**src/logic/shell_pkg.sv**
```systemverilog
////////////////////////////////////////////////////////////////////////////
// Shared widths, defaults, control-word field map and status-bus structs
// for the memory-channel status shell
////////////////////////////////////////////////////////////////////////////

package shell_pkg;

   // Status bus widths
   localparam int stat_addr_w = 8;
   localparam int stat_data_w = 32;
   localparam int stat_int_w  = 8;

   // Defaults for the top-level parameters
   localparam int num_stat_chan_default = 3;
   localparam int cfg_stages_default    = 8;

   // Raw reset input pipeline depth
   localparam int rst_pipe_stages = 4;

   // Host control word field positions
   // Note that D sits below C in the word
   localparam int ctl_scrb_a_bit  = 0;
   localparam int ctl_scrb_b_bit  = 1;
   localparam int ctl_scrb_d_bit  = 2;
   localparam int ctl_scrb_c_bit  = 3;
   localparam int ctl_dbg_en_bit  = 31;
   localparam int ctl_dbg_sel_lsb = 28;
   localparam int ctl_dbg_sel_msb = 30;

   // Host to memory controller request, 42 bits
   typedef struct packed {
      logic                   wr;
      logic                   rd;
      logic [stat_addr_w-1:0] addr;
      logic [stat_data_w-1:0] wdata;
   } stat_req_t;

   // Memory controller to host acknowledge, 41 bits
   typedef struct packed {
      logic                   ack;
      logic [stat_int_w-1:0]  intr;
      logic [stat_data_w-1:0] rdata;
   } stat_ack_t;

endpackage

```
**src/logic/lib_pipe.sv**
```systemverilog
////////////////////////////////////////////////////////////////////////////
// Retiming delay line for long routes; payload type and depth are set by
// the instantiating module, output lags input by exactly stages cycles
////////////////////////////////////////////////////////////////////////////

`timescale 1ns/1ps

module lib_pipe
#(
   parameter type payload_t = logic,
   parameter int  stages    = 4
)
(
   input  logic     clk,
   input  logic     sync_rst_n,
   input  payload_t in_bus,
   output payload_t out_bus
);

   // One register per retiming stage, index 0 nearest the input
   payload_t pipe_q [stages];

   always_ff @(posedge clk or negedge sync_rst_n)
   begin
      if (!sync_rst_n)
      begin
         for (int i = 0; i < stages; i++)
         begin
            pipe_q[i] <= '0;
         end
      end
      else
      begin
         pipe_q[0] <= in_bus;
         // Shift the rest down by one each cycle
         for (int i = 1; i < stages; i++)
         begin
            pipe_q[i] <= pipe_q[i-1];
         end
      end
   end

   assign out_bus = pipe_q[stages-1];

endmodule

```
**src/logic/rst_sync.sv**
```systemverilog
////////////////////////////////////////////////////////////////////////////
// Turns the raw board reset into the design reset: asserts at once,
// releases rst_pipe_stages plus 2 clock edges after the raw reset rises
////////////////////////////////////////////////////////////////////////////

`timescale 1ns/1ps

module rst_sync
(
   input  logic clk,
   input  logic rst_main_n,
   output logic sync_rst_n
);

   import shell_pkg::*;

   // Input pipeline, shifts in ones once the raw reset is gone
   logic [rst_pipe_stages-1:0] pipe_q;
   logic                       pipe_rst_n;
   logic                       pre_sync_rst_n;

   always_ff @(posedge clk or negedge rst_main_n)
   begin
      if (!rst_main_n)
      begin
         pipe_q <= '0;
      end
      else
      begin
         pipe_q <= {pipe_q[rst_pipe_stages-2:0], 1'b1};
      end
   end

   assign pipe_rst_n = pipe_q[rst_pipe_stages-1];

   // Two-flop stage, cleared by the pipeline output
   always_ff @(posedge clk or negedge pipe_rst_n)
   begin
      if (!pipe_rst_n)
      begin
         pre_sync_rst_n <= 1'b0;
         sync_rst_n     <= 1'b0;
      end
      else
      begin
         pre_sync_rst_n <= 1'b1;
         sync_rst_n     <= pre_sync_rst_n;
      end
   end

endmodule

```
**src/logic/ctl_capture.sv**
```systemverilog
////////////////////////////////////////////////////////////////////////////
// Registers the host control word and the memory-ready level, then decodes
// the scrub enables and debug fields from the registered word
////////////////////////////////////////////////////////////////////////////

`timescale 1ns/1ps

module ctl_capture
(
   input  logic        clk,
   input  logic        sync_rst_n,
   input  logic [31:0] ctl0,
   input  logic        ddr_is_ready,
   output logic        scrb_en_a,
   output logic        scrb_en_b,
   output logic        scrb_en_c,
   output logic        scrb_en_d,
   output logic        dbg_scrb_en,
   output logic [2:0]  dbg_scrb_mem_sel,
   output logic        ddr_is_ready_q
);

   import shell_pkg::*;

   logic [31:0] ctl0_q;

   ////////////////////////////////////////////////////////////////////////////
   // Capture
   ////////////////////////////////////////////////////////////////////////////

   always_ff @(posedge clk or negedge sync_rst_n)
   begin
      if (!sync_rst_n)
      begin
         ctl0_q <= '0;
      end
      else
      begin
         ctl0_q <= ctl0;
      end
   end

   // Ready level from the memory controllers, one flop of retiming
   always_ff @(posedge clk or negedge sync_rst_n)
   begin
      if (!sync_rst_n)
      begin
         ddr_is_ready_q <= 1'b0;
      end
      else
      begin
         ddr_is_ready_q <= ddr_is_ready;
      end
   end

   ////////////////////////////////////////////////////////////////////////////
   // Decode
   ////////////////////////////////////////////////////////////////////////////

   // Bit 2 drives memory D and bit 3 memory C, as on the card
   assign scrb_en_a = ctl0_q[ctl_scrb_a_bit];
   assign scrb_en_b = ctl0_q[ctl_scrb_b_bit];
   assign scrb_en_d = ctl0_q[ctl_scrb_d_bit];
   assign scrb_en_c = ctl0_q[ctl_scrb_c_bit];

   // Debug enable and memory select
   assign dbg_scrb_en      = ctl0_q[ctl_dbg_en_bit];
   assign dbg_scrb_mem_sel = ctl0_q[ctl_dbg_sel_msb:ctl_dbg_sel_lsb];

endmodule

```
**src/logic/ddr_stat_shell.sv**
```systemverilog
////////////////////////////////////////////////////////////////////////////
// Configuration and status shell around the memory channels: design reset,
// control capture, and retimed status-bus paths to each memory controller
////////////////////////////////////////////////////////////////////////////

`timescale 1ns/1ps

module ddr_stat_shell
#(
   parameter int num_stat_chan = shell_pkg::num_stat_chan_default,
   parameter int cfg_stages    = shell_pkg::cfg_stages_default
)
(
   input  logic                               clk,
   input  logic                               rst_main_n,

   // Host control word and memory ready level
   input  logic [31:0]                        ctl0,
   input  logic                               ddr_is_ready,
   output logic                               scrb_en_a,
   output logic                               scrb_en_b,
   output logic                               scrb_en_c,
   output logic                               scrb_en_d,
   output logic                               dbg_scrb_en,
   output logic [2:0]                         dbg_scrb_mem_sel,
   output logic                               ddr_is_ready_q,

   // Host side status bus, per channel
   input  logic                               host_stat_wr    [num_stat_chan],
   input  logic                               host_stat_rd    [num_stat_chan],
   input  logic [shell_pkg::stat_addr_w-1:0]  host_stat_addr  [num_stat_chan],
   input  logic [shell_pkg::stat_data_w-1:0]  host_stat_wdata [num_stat_chan],
   output logic                               host_stat_ack   [num_stat_chan],
   output logic [shell_pkg::stat_int_w-1:0]   host_stat_int   [num_stat_chan],
   output logic [shell_pkg::stat_data_w-1:0]  host_stat_rdata [num_stat_chan],

   // Memory controller side status bus, per channel
   output logic                               ddr_stat_wr     [num_stat_chan],
   output logic                               ddr_stat_rd     [num_stat_chan],
   output logic [shell_pkg::stat_addr_w-1:0]  ddr_stat_addr   [num_stat_chan],
   output logic [shell_pkg::stat_data_w-1:0]  ddr_stat_wdata  [num_stat_chan],
   input  logic                               ddr_stat_ack    [num_stat_chan],
   input  logic [shell_pkg::stat_int_w-1:0]   ddr_stat_int    [num_stat_chan],
   input  logic [shell_pkg::stat_data_w-1:0]  ddr_stat_rdata  [num_stat_chan]
);

   import shell_pkg::*;

   logic sync_rst_n;

   ////////////////////////////////////////////////////////////////////////////
   // Design reset
   ////////////////////////////////////////////////////////////////////////////

   rst_sync u_rst_sync
   (
      .clk        (clk),
      .rst_main_n (rst_main_n),
      .sync_rst_n (sync_rst_n)
   );

   ////////////////////////////////////////////////////////////////////////////
   // Control word and ready capture
   ////////////////////////////////////////////////////////////////////////////

   ctl_capture u_ctl_capture
   (
      .clk              (clk),
      .sync_rst_n       (sync_rst_n),
      .ctl0             (ctl0),
      .ddr_is_ready     (ddr_is_ready),
      .scrb_en_a        (scrb_en_a),
      .scrb_en_b        (scrb_en_b),
      .scrb_en_c        (scrb_en_c),
      .scrb_en_d        (scrb_en_d),
      .dbg_scrb_en      (dbg_scrb_en),
      .dbg_scrb_mem_sel (dbg_scrb_mem_sel),
      .ddr_is_ready_q   (ddr_is_ready_q)
   );

   ////////////////////////////////////////////////////////////////////////////
   // Status bus retiming, one request and one acknowledge pipe per channel
   ////////////////////////////////////////////////////////////////////////////

   for (genvar ch = 0; ch < num_stat_chan; ch++)
   begin : g_chan
      stat_req_t req_in;
      stat_req_t req_out;
      stat_ack_t ack_in;
      stat_ack_t ack_out;

      // Host to memory controller
      assign req_in.wr    = host_stat_wr[ch];
      assign req_in.rd    = host_stat_rd[ch];
      assign req_in.addr  = host_stat_addr[ch];
      assign req_in.wdata = host_stat_wdata[ch];

      lib_pipe
      #(
         .payload_t (stat_req_t),
         .stages    (cfg_stages)
      )
      u_req_pipe
      (
         .clk        (clk),
         .sync_rst_n (sync_rst_n),
         .in_bus     (req_in),
         .out_bus    (req_out)
      );

      assign ddr_stat_wr[ch]    = req_out.wr;
      assign ddr_stat_rd[ch]    = req_out.rd;
      assign ddr_stat_addr[ch]  = req_out.addr;
      assign ddr_stat_wdata[ch] = req_out.wdata;

      // Memory controller back to host
      assign ack_in.ack   = ddr_stat_ack[ch];
      assign ack_in.intr  = ddr_stat_int[ch];
      assign ack_in.rdata = ddr_stat_rdata[ch];

      lib_pipe
      #(
         .payload_t (stat_ack_t),
         .stages    (cfg_stages)
      )
      u_ack_pipe
      (
         .clk        (clk),
         .sync_rst_n (sync_rst_n),
         .in_bus     (ack_in),
         .out_bus    (ack_out)
      );

      assign host_stat_ack[ch]   = ack_out.ack;
      assign host_stat_int[ch]   = ack_out.intr;
      assign host_stat_rdata[ch] = ack_out.rdata;
   end

endmodule

```
**config.mk**
```make
export PLATFORM = sky130hd
export DESIGN_NAME = ddr_stat_shell
export DESIGN_NICKNAME = d
export VERILOG_FILES = /design/src/logic/shell_pkg.sv /design/src/logic/lib_pipe.sv /design/src/logic/rst_sync.sv /design/src/logic/ctl_capture.sv /design/src/logic/ddr_stat_shell.sv
export SDC_FILE = /design/constraint.sdc
export NUM_CORES = 1
export LEC_CHECK = 0
export BUFFER_PORTS_ARGS = -buffer_cell sky130_fd_sc_hd__clkbuf_2
export CAP_MARGIN = 20
export CORE_ASPECT_RATIO = 0.75
export CORE_MARGIN = 2
export CORE_UTILIZATION = 51
export DETAILED_ROUTE_END_ITERATION = 10
export HOLD_SLACK_MARGIN = 0.03
export PLACE_DENSITY = 0.84
export SKIP_CTS_REPAIR_TIMING = 1
export SLEW_MARGIN = 10
export SYNTH_ARGS = -nofsm -noshare
export SYNTH_HDL_FRONTEND = slang
export SYNTH_SLANG_ARGS = --single-unit
export TNS_END_PERCENT = 5
```
**constraint.sdc**
```tcl
create_clock -name clk -period 62.1 [get_ports clk]
set_clock_uncertainty 0.05 [all_clocks]
set_input_delay 6.21 -clock clk [delete_from_list [all_inputs] [get_ports clk]]
set_output_delay 6.21 -clock clk [all_outputs]
set_load 0.02 [all_outputs]
```
==> flow_summary.json, run 1 <==
{
  "clock_latency_ps": 750,
  "worst_path_max_delay_cell": "dfrtp_1",
  "core_area_um2": 101000,
  "yosysWarnings": 0,
  "cts_tree": "yes",
  "fin_nets": 3009,
  "wl_per_cell_um": 22.2,
  "crit_family": "flip-flops",
  "cp.arrival_ps": 1480,
  "synth-main-ff-cell": "dfrtp_1",
  "drt_iter0_markers": 1174,
  "io_buffers": 517,
  "route.detailed.drc": 0,
  "status": "completed",
  "drt-pass1-iter-count": 4,
  "final_area_um2": 60900,
  "worstSetupStartpoint": "g_chan[2].u_ack_pipe.out_bus[27]",
  "hold_viol": 0,
  "cts.clk_slew.worst_paths_ps": 80,
  "synth_largest_area_cell": "dfrtp_1",
  "synth_commonest_cells": "2,007 x dfrtp_1, 249 x buf_4, 1 x conb_1",
  "worstPathRequired_ps": 55840,
  "yosysSeqAreaShare_pct": 96.4,
  "dieArea_um2": 105000,
  "syn_to_final_growth_pct": 17.0,
  "syn_area_per_cell_um2": 23.1,
  "ctsLongestPathBuffers": 3,
  "clock-sinks": 2007,
  "setup_tns_ps": 0,
  "critPathMaxFanout": 1,
  "cellLeakagePower_uw": 0.0287,
  "peakVddDrop_mv": 0.0251,
  "async_flop_share_pct": 100,
  "cp_num_buf_inv": 1,
  "synth_area_um2": 52100,
  "worstMarginPinSlew_ps": 1160,
  "routed_via_density": 4.35,
  "synth_edf_count": 0,
  "cp.depth": 1,
  "ios": 542,
  "die_x_um": 373,
  "worstReg2RegStart": "u_rst_sync.sync_rst_n",
  "rsz0062_at_grt": "false",
  "setup_viol_count_final": 0,
  "cts_root_buf": "clkbuf_16",
  "reg2regPathDepth": 3,
  "slowest_delay_ps": 490,
  "worstHoldPathCells": 0,
  "syn_inst": 2257,
  "grt_overflow": 0,
  "slew_violations": 0,
  "gr-usage-all-layers_pct": 18.6,
  "synthTopCellsByArea": "dfrtp_1 96%, buf_4 3.6%, conb_1 0.0072%",
  "synth_top_area_share_pct": 96.4,
  "die_h_um": 281,
  "place_area_um2": 54700,
  "final_antenna_net_count": 0,
  "initial_core_util_pct": 51.5,
  "holdCritPathClass": "flip-flop to flip-flop",
  "dp_hpwl_mm": 54.3,
  "p_sw_share_pct": 20.9,
  "antenna_found_initial": 21,
  "htree_levels": 4,
  "ys_seq_elements": 2007,
  "std_cell_rows": 101,
  "cap_viol_max_count": 0,
  "cts_inserted_buffers": 169,
  "cellPowerDensity_nw_per_um2": 42.2,
  "relSlewSlack_pct": 22.8,
  "grt_max_degree": 211,
  "wirelength_mm": 93.7,
  "min_period_ps": 7740,
  "clockPowerShare_pct": 43.4,
  "cp-end-kind": "primary output",
  "p_int_uw": 2040,
  "fmax_mhz": 129,
  "grt_pass1_vias": 21586,
  "comb_power_share_pct": 2.2,
  "p_sw_uw": 538,
  "final.period_utilization_pct": 12.5,
  "drive_gt1_share_pct": 29.0,
  "crit_chain": "clkbuf_2",
  "synth_most_common_cell": "dfrtp_1",
  "seq_power_share_pct": 54.3,
  "vias": 18349,
  "synth_cell_types": 3,
  "grt_pass1_wl_mm": 140,
  "gp_congestion": 0.762,
  "crit_path_start_kind": "flip-flop",
  "hp-start": "g_chan[1].u_ack_pipe.pipe_q[113]",
  "worstSetupPathType": "flip-flop to primary output"
}
sequential cells by signal (all words and copies together) (netlist names):
| register | cells |
|---|---|
| g_chan.u_req_pipe.pipe_q | 882 |
| g_chan.u_ack_pipe.pipe_q | 861 |
| g_chan.u_req_pipe.out_bus | 126 |
| g_chan.u_ack_pipe.out_bus | 123 |
| u_ctl_capture.ctl0_q | 8 |
| u_rst_sync.pipe_q | 4 |
| u_ctl_capture.ddr_is_ready_q | 1 |
| u_rst_sync.pre_sync_rst_n | 1 |
| u_rst_sync.sync_rst_n | 1 |
cell type report:
| class | instances | area [um2] |
|---|---|---|
| sequential | 2007 | 50200 |
| tap | 1339 | 1680 |
| clock inverter | 68 | 937 |
| antenna | 14 | 35.0 |
| timing repair buffer | 545 | 3030 |
| fill | 6755 | 40300 |
| multi-input combinational | 2 | 7.51 |
| clock buffer | 242 | 5030 |
power groups by stage:
stage          clock network (uW)  logic, uW  registers, uW
3_3_place_gp                    0       55.3           1410
5_1_grt                      1200       65.1           1400
3_5_place_dp                    0       57.3           1420
6_report                     1120       57.8           1400
2_1_floorplan                   0       23.2           1440
4_1_cts                      1150       58.1           1400
worst reg2reg max path, delay by kind of cell, from the launching register on:
family / cells / cell delay, ps
flops: 1 / 970
buf+inv: 3 / 2600
layer usage:
layer	vias up	track usage [%]	routed length, um
met2	395	34.3	54200
met5	-	0	77
met3	200	4.27	3860
li1	7685	-	-
met4	12	7.82	3210
met1	10057	20.9	32400
stage by stage:
step / hold WS (ps) / utilization [%] / instances / setup slack [ps] / power [uW]
after CTS: -15.8 / 59.9 / 4193 / 54290 / 2610
after global routing: 286 / 60.2 / 4216 / 54270 / 2670
after detailed placement: -17.7 / 54.0 / 3883 / 55130 / 1480
after global placement: -33.5 / 54.0 / 3883 / 55120 / 1470
after floorplan: -38.9 / - / 2258 / 2080 / 1460
final: 277 / 60.2 / 4217 / 54360 / 2570
cell families after synthesis:
family / synth area share, %
flops: 96.4
other cells: 0.00720
buf+inv: 3.59
final timing paths:
path | end | slack, ps
max | host_stat_rdata[27] | 54360
min | g_chan[1].u_ack_pipe.pipe_q[72] | 280
max reg2reg | g_chan[0].u_req_pipe.out_bus[0] | 58230
min reg2reg | g_chan[1].u_ack_pipe.pipe_q[72] | 280
max in group asynchronous | u_rst_sync.pipe_q[1] | 56640
min in group asynchronous | g_chan[1].u_ack_pipe.pipe_q[152] | 390
cell usage in the layout, fill, tap and decap left out, drive strengths merged:
master	instances
dfrtp	2007
inv	9
clkinvlp	4
buf	27
dlygate4sd3	1
diode	14
clkinv	35
clkbuf	759
bufinv	20
conb	2
(Power assumes the default switching activity.)
==> run 2: changes to the inputs <==
--- a/config.mk
+++ b/config.mk
@@ -9,10 +9,10 @@
 export CAP_MARGIN = 20
 export CORE_ASPECT_RATIO = 0.75
 export CORE_MARGIN = 2
-export CORE_UTILIZATION = 51
+export CORE_UTILIZATION = 56
 export DETAILED_ROUTE_END_ITERATION = 10
 export HOLD_SLACK_MARGIN = 0.03
-export PLACE_DENSITY = 0.84
+export PLACE_DENSITY = 0.87
 export SKIP_CTS_REPAIR_TIMING = 1
 export SLEW_MARGIN = 10
 export SYNTH_ARGS = -nofsm -noshare
==> constraint.sdc (replaced) <==
create_clock -name clk -period 8 [get_ports clk]
set_clock_uncertainty 0.05 [all_clocks]
set_input_delay 0.8 -clock clk [delete_from_list [all_inputs] [get_ports clk]]
set_output_delay 0.8 -clock clk [all_outputs]
set_load 0.02 [all_outputs]
==> run 2 against run 1 <==
Net effect: worst setup slack worse by 49000 ps; non-clock buffer count is 7 lower; via count is 0.17% higher; utilization is 5.6 points higher; largest power group unchanged; total power grew to 7.6 times the previous value; die area is 8.8% lower; sequential cell count stayed put; cell count is 3.2% lower; hold slack worse by 190 ps; first-iteration DRC count is 12% higher; wire length is 1.4% higher; global-route usage is 2.2 points higher.
==> flow_summary.json, run 2 (same netlist as run 1, synthesis figures left out) <==
{
  "status": "completed",
  "wirelength_mm": 95.1,
  "seq_power_share_pct": 55.3,
  "final.period_utilization_pct": 32.8,
  "crit_chain": "buf_12 -> buf_12",
  "worstMarginPinSlew_ps": 1100,
  "holdCritPathClass": "input pin to flip-flop",
  "grt_pass1_vias": 22096,
  "drive_gt1_share_pct": 28.4,
  "fin_nets": 3002,
  "drt-pass1-iter-count": 6,
  "syn_to_final_growth_pct": 15.9,
  "cts_root_buf": "clkbuf_16",
  "grt_overflow": 0,
  "relSlewSlack_pct": 26.6,
  "grt_max_degree": 241,
  "clock-sinks": 2007,
  "vias": 18381,
  "cellPowerDensity_nw_per_um2": 325,
  "antenna_found_initial": 16,
  "final_area_um2": 60400,
  "p_int_uw": 15500,
  "final_antenna_net_count": 0,
  "hold_viol": 0,
  "grt_pass1_wl_mm": 141,
  "crit_path_frequent_cell": "buf_12",
  "critPathMaxFanout": 216,
  "worstSetupPathType": "flip-flop to asynchronous set/reset pin",
  "nFillCells": 5632,
  "die_h_um": 268,
  "cp.arrival_ps": 3270,
  "p_sw_uw": 4150,
  "cp_num_buf_inv": 2,
  "worstPathRequired_ps": 8640,
  "routed_via_density": 4.50,
  "route.detailed.drc": 0,
  "cts.clk_slew.worst_paths_ps": 70,
  "core_area_um2": 91800,
  "cellLeakagePower_uw": 0.0285,
  "wl_per_cell_um": 23.3,
  "clockPowerShare_pct": 42.4,
  "largest_register_ffs": 882,
  "slowest_delay_ps": 860,
  "p_sw_share_pct": 21.1,
  "gr-usage-all-layers_pct": 20.8,
  "ios": 542,
  "cts_inserted_buffers": 169,
  "setup_tns_ps": 0,
  "dieArea_um2": 95500,
  "place_area_um2": 54600,
  "initial_core_util_pct": 56.8,
  "crit_family": "buffers and inverters",
  "final_common_cell": "dfrtp_1",
  "io_buffers": 517,
  "final_cell_mix": "2,006 x dfrtp_1, 517 x clkbuf_2, 175 x clkbuf_16",
  "slew_violations": 0,
  "ctsLongestPathBuffers": 3,
  "htree_levels": 4,
  "worst_path_max_delay_cell": "dfrtp_4",
  "cap_viol_max_count": 0,
  "std_cell_rows": 96,
  "comb_power_share_pct": 2.3,
  "gp_congestion": 0.773,
  "peakVddDrop_mv": 0.254,
  "regMostFlops": "g_chan.u_req_pipe.pipe_q",
  "cts_tree": "yes",
  "dp_hpwl_mm": 54.4,
  "drt_iter0_markers": 1315,
  "die_x_um": 356,
  "clock_latency_ps": 760,
  "rsz0062_at_grt": "false",
  "min_period_ps": 2630,
  "crit_path_start_kind": "flip-flop",
  "setup_viol_count_final": 0,
  "fmax_mhz": 381,
  "cp-end-kind": "asynchronous set/reset pin"
}
-- run 2: changes by cell type in the layout (fill, tap and decap cells not counted), moves of 5 or more --
cell,change
bufinv_16,-9
buf_16,-5
clkbuf_8,-8
buf_4,-5
inv_6,-6
-- run 2: cell type report --
type	instances	area [um2]	area share, %
Antenna cell	14	35.0	0.0580
Clock buffer	240	5000	8.29
Clock inverter	58	676	1.12
Multi-Input combinational cell	2	7.51	0.0124
Sequential cell	2007	50200	83.2
Tap cell	1225	1530	2.54
Timing Repair Buffer	538	2910	4.82
-- run 2: final timing paths --
check	start	endpoint	slack, ps	depth (start not counted)
max in group clk	g_chan[0].u_req_pipe.out_bus[16]	ddr_stat_wdata[80]	5650	1
hold reg to reg	g_chan[1].u_ack_pipe.pipe_q[277]	g_chan[1].u_ack_pipe.pipe_q[236]	280	0
min in group asynchronous	u_rst_sync.sync_rst_n	g_chan[0].u_req_pipe.pipe_q[149]	330	0
setup reg to reg	u_rst_sync.sync_rst_n	g_chan[0].u_req_pipe.pipe_q[98]	5370	2
hold / removal	host_stat_wdata[79]	g_chan[0].u_req_pipe.pipe_q[309]	90	1
setup / recovery	u_rst_sync.sync_rst_n	g_chan[0].u_req_pipe.pipe_q[98]	5370	2
-- run 2: metal layers --
layer,up-vias,part of all wire [%],global-route usage [%]
li1,7656,-,-
met1,10102,34,23.0
met2,420,58,38.3
met3,193,4.3,5.07
met4,10,3.6,9.23
met5,-,0.068,0
-- run 2: through the flow --
stage | util [%] | total power (uW) | setup WS (ps) | cells | hold slack, ps
finish | 65.8 | 19600 | 5370 | 4084 | 87.0
floorplan | - | 11300 | -11120 | 2258 | -38.9
CTS | 65.7 | 19900 | 5280 | 4065 | -256
global placement | 59.5 | 11400 | 5430 | 3767 | -30.7
detailed placement | 59.5 | 11500 | 5300 | 3767 | -28.1
global route | 65.8 | 20400 | 4910 | 4080 | 39.9
-- run 2: power by group through the flow --
stage	combinational, uW	clock, uW	sequential [uW]
2_1_floorplan	180	0	11100
3_3_place_gp	424	0	11000
3_5_place_dp	446	0	11000
4_1_cts	453	8550	10900
5_1_grt	499	9000	10900
6_report	442	8330	10900
==> run 3: changes to the inputs <==
==> constraint.sdc (replaced) <==
create_clock -name clk -period 2.5 [get_ports clk]
set_clock_uncertainty 0.05 [all_clocks]
set_input_delay 0.25 -clock clk [delete_from_list [all_inputs] [get_ports clk]]
set_output_delay 0.25 -clock clk [all_outputs]
set_load 0.02 [all_outputs]
==> run 3 against run 2 <==
Net effect: design area rose by 5.1%; sequential cell count did not move; sequential share of layout area fell by 4.0 points; clock-buffer cell count rose by 10; combinational power rose to 4.2 times the previous value; total power rose to 3.3 times the previous value; cell count rose by 7.1%; largest power group unchanged; global-route usage rose by 1.2 points; wire length rose by 13%; critical path depth fell by 1; critical endpoint is now host_stat_rdata[86]; largest cell class unchanged; sequential power rose to 3.2 times the previous value; highest routed layer unchanged.
==> flow_summary.json, run 3 (same netlist as run 1, synthesis figures left out) <==
{
  "wirelength_mm": 108,
  "syn_to_final_growth_pct": 21.8,
  "crit_chain": "clkbuf_2",
  "grt_max_degree": 155,
  "initial_core_util_pct": 56.8,
  "drt-pass1-iter-count": 4,
  "slowest_delay_ps": 410,
  "ctsLongestPathBuffers": 3,
  "p_sw_share_pct": 21.6,
  "cts_inserted_buffers": 167,
  "setup_tns_ps": 0,
  "cp_num_buf_inv": 1,
  "routed_via_density": 4.56,
  "rrSetupSlack_ps": 1020,
  "cp-end-kind": "primary output",
  "reg2regPathDepth": 1,
  "cts_root_buf": "clkbuf_16",
  "multi_input_area_um2": 7.51,
  "wl_per_cell_um": 24.6,
  "final_common_cell": "dfrtp_1",
  "crit_path_start_kind": "flip-flop",
  "worstSetupPathType": "flip-flop to primary output",
  "std_cell_rows": 96,
  "regMostFlops": "g_chan.u_req_pipe.pipe_q",
  "cellLeakagePower_uw": 0.0298,
  "hold_viol": 0,
  "cap_viol_max_count": 0,
  "critPathMaxFanout": 1,
  "min_period_ps": 1700,
  "gr-usage-all-layers_pct": 22.0,
  "drt_iter0_markers": 1496,
  "total_power_uw": 64400,
  "worstMarginPinSlew_ps": 828,
  "htree_levels": 4,
  "p_int_uw": 50500,
  "grt_pass1_vias": 22685,
  "setup_viol_count_final": 0,
  "ios": 542,
  "clock_latency_ps": 780,
  "largest_register_ffs": 882,
  "grt_overflow": 0,
  "antenna_found_initial": 9,
  "worst_path_max_delay_cell": "dfrtp_1",
  "clock-sinks": 2007,
  "comb_power_share_pct": 2.9,
  "ff_latch_area_um2": 50200,
  "peakVddDrop_mv": 0.736,
  "relSlewSlack_pct": 44.8,
  "gp_congestion": 0.781,
  "crit_family": "flip-flops",
  "clockPowerShare_pct": 43.0,
  "die_h_um": 268,
  "drive_gt1_share_pct": 26.5,
  "worstReg2RegStart": "u_rst_sync.sync_rst_n",
  "final_antenna_net_count": 0,
  "rsz0062_at_grt": "false",
  "rr_endpoint": "g_chan[0].u_ack_pipe.pipe_q[114]",
  "cts.clk_slew.worst_paths_ps": 80,
  "die_x_um": 356,
  "fin_nets": 3291,
  "nFillCells": 5214,
  "worstPathRequired_ps": 2200,
  "io_buffers": 517,
  "final.period_utilization_pct": 68.2,
  "route.detailed.drc": 0,
  "min_to": "g_chan[2].u_ack_pipe.pipe_q[304]",
  "seq_power_share_pct": 54.1,
  "cellPowerDensity_nw_per_um2": 1010,
  "slew_violations": 0,
  "dp_hpwl_mm": 57.6,
  "p_sw_uw": 13900,
  "cts_tree": "yes",
  "vias": 19956,
  "holdWs_ps": 71.4,
  "cp.arrival_ps": 1400,
  "dieArea_um2": 95500,
  "core_area_um2": 91800,
  "fmax_mhz": 587,
  "final_cell_mix": "2,006 x dfrtp_1, 517 x clkbuf_2, 266 x dlygate4sd3_1",
  "holdCritPathClass": "input pin to flip-flop",
  "status": "completed",
  "hp-start": "ddr_stat_rdata[17]",
  "worstHoldPathCells": 2,
  "grt_pass1_wl_mm": 149
}
[run 3: worst max path at each step]
stage	startpoint	slack, ps	to	depth (start not counted)
after floorplan	u_rst_sync.sync_rst_n	-16620	g_chan[0].u_ack_pipe.out_bus[0]	0
after global placement	u_rst_sync.sync_rst_n	1070	g_chan[0].u_req_pipe.pipe_q[289]	1
after detailed placement	u_rst_sync.sync_rst_n	1000	g_chan[2].u_ack_pipe.pipe_q[201]	1
after CTS	g_chan[1].u_req_pipe.out_bus[22]	730	ddr_stat_wdata[54]	1
after global routing	g_chan[0].u_ack_pipe.out_bus[27]	740	host_stat_rdata[91]	1
final	g_chan[0].u_ack_pipe.out_bus[22]	800	host_stat_rdata[86]	1
[run 3: area by class of cell]
| type | count | share of cell area [%] |
|---|---|---|
| diodes | 5 | 0.0197 |
| clock buffers | 250 | 7.96 |
| clock inverters | 58 | 1.24 |
| multi-input cells | 2 | 0.0118 |
| flip-flops and latches | 2007 | 79.2 |
| well taps | 1225 | 2.42 |
| repair buffers | 829 | 9.19 |
[run 3: metrics by stage]
step	area, um2	std cells	util, %	setup slack (ps)
after floorplan	52100	2258	-	-16620
after global placement	54900	3797	59.9	1070
after detailed placement	54900	3797	59.9	1000
after CTS	60800	4105	66.2	734
after global routing	63400	4374	69.1	742
final	63500	4376	69.1	796
[run 3: power groups by stage]
stage	clock, uW	combinational [uW]	sequential, uW
CTS	28100	1550	34900
global route	29700	2070	34900
detailed placement	0	1520	35400
global placement	0	1430	35100
finish	27700	1870	34800
floorplan	0	577	35500
[run 3: per-layer routing]
layer	vias up	global-route usage (%)	part of all wire, %
li1	8235	-	-
met1	11061	25.1	34
met2	454	40.9	59
met3	202	4.46	3.2
met4	4	8.77	3.3
met5	-	0	0.023
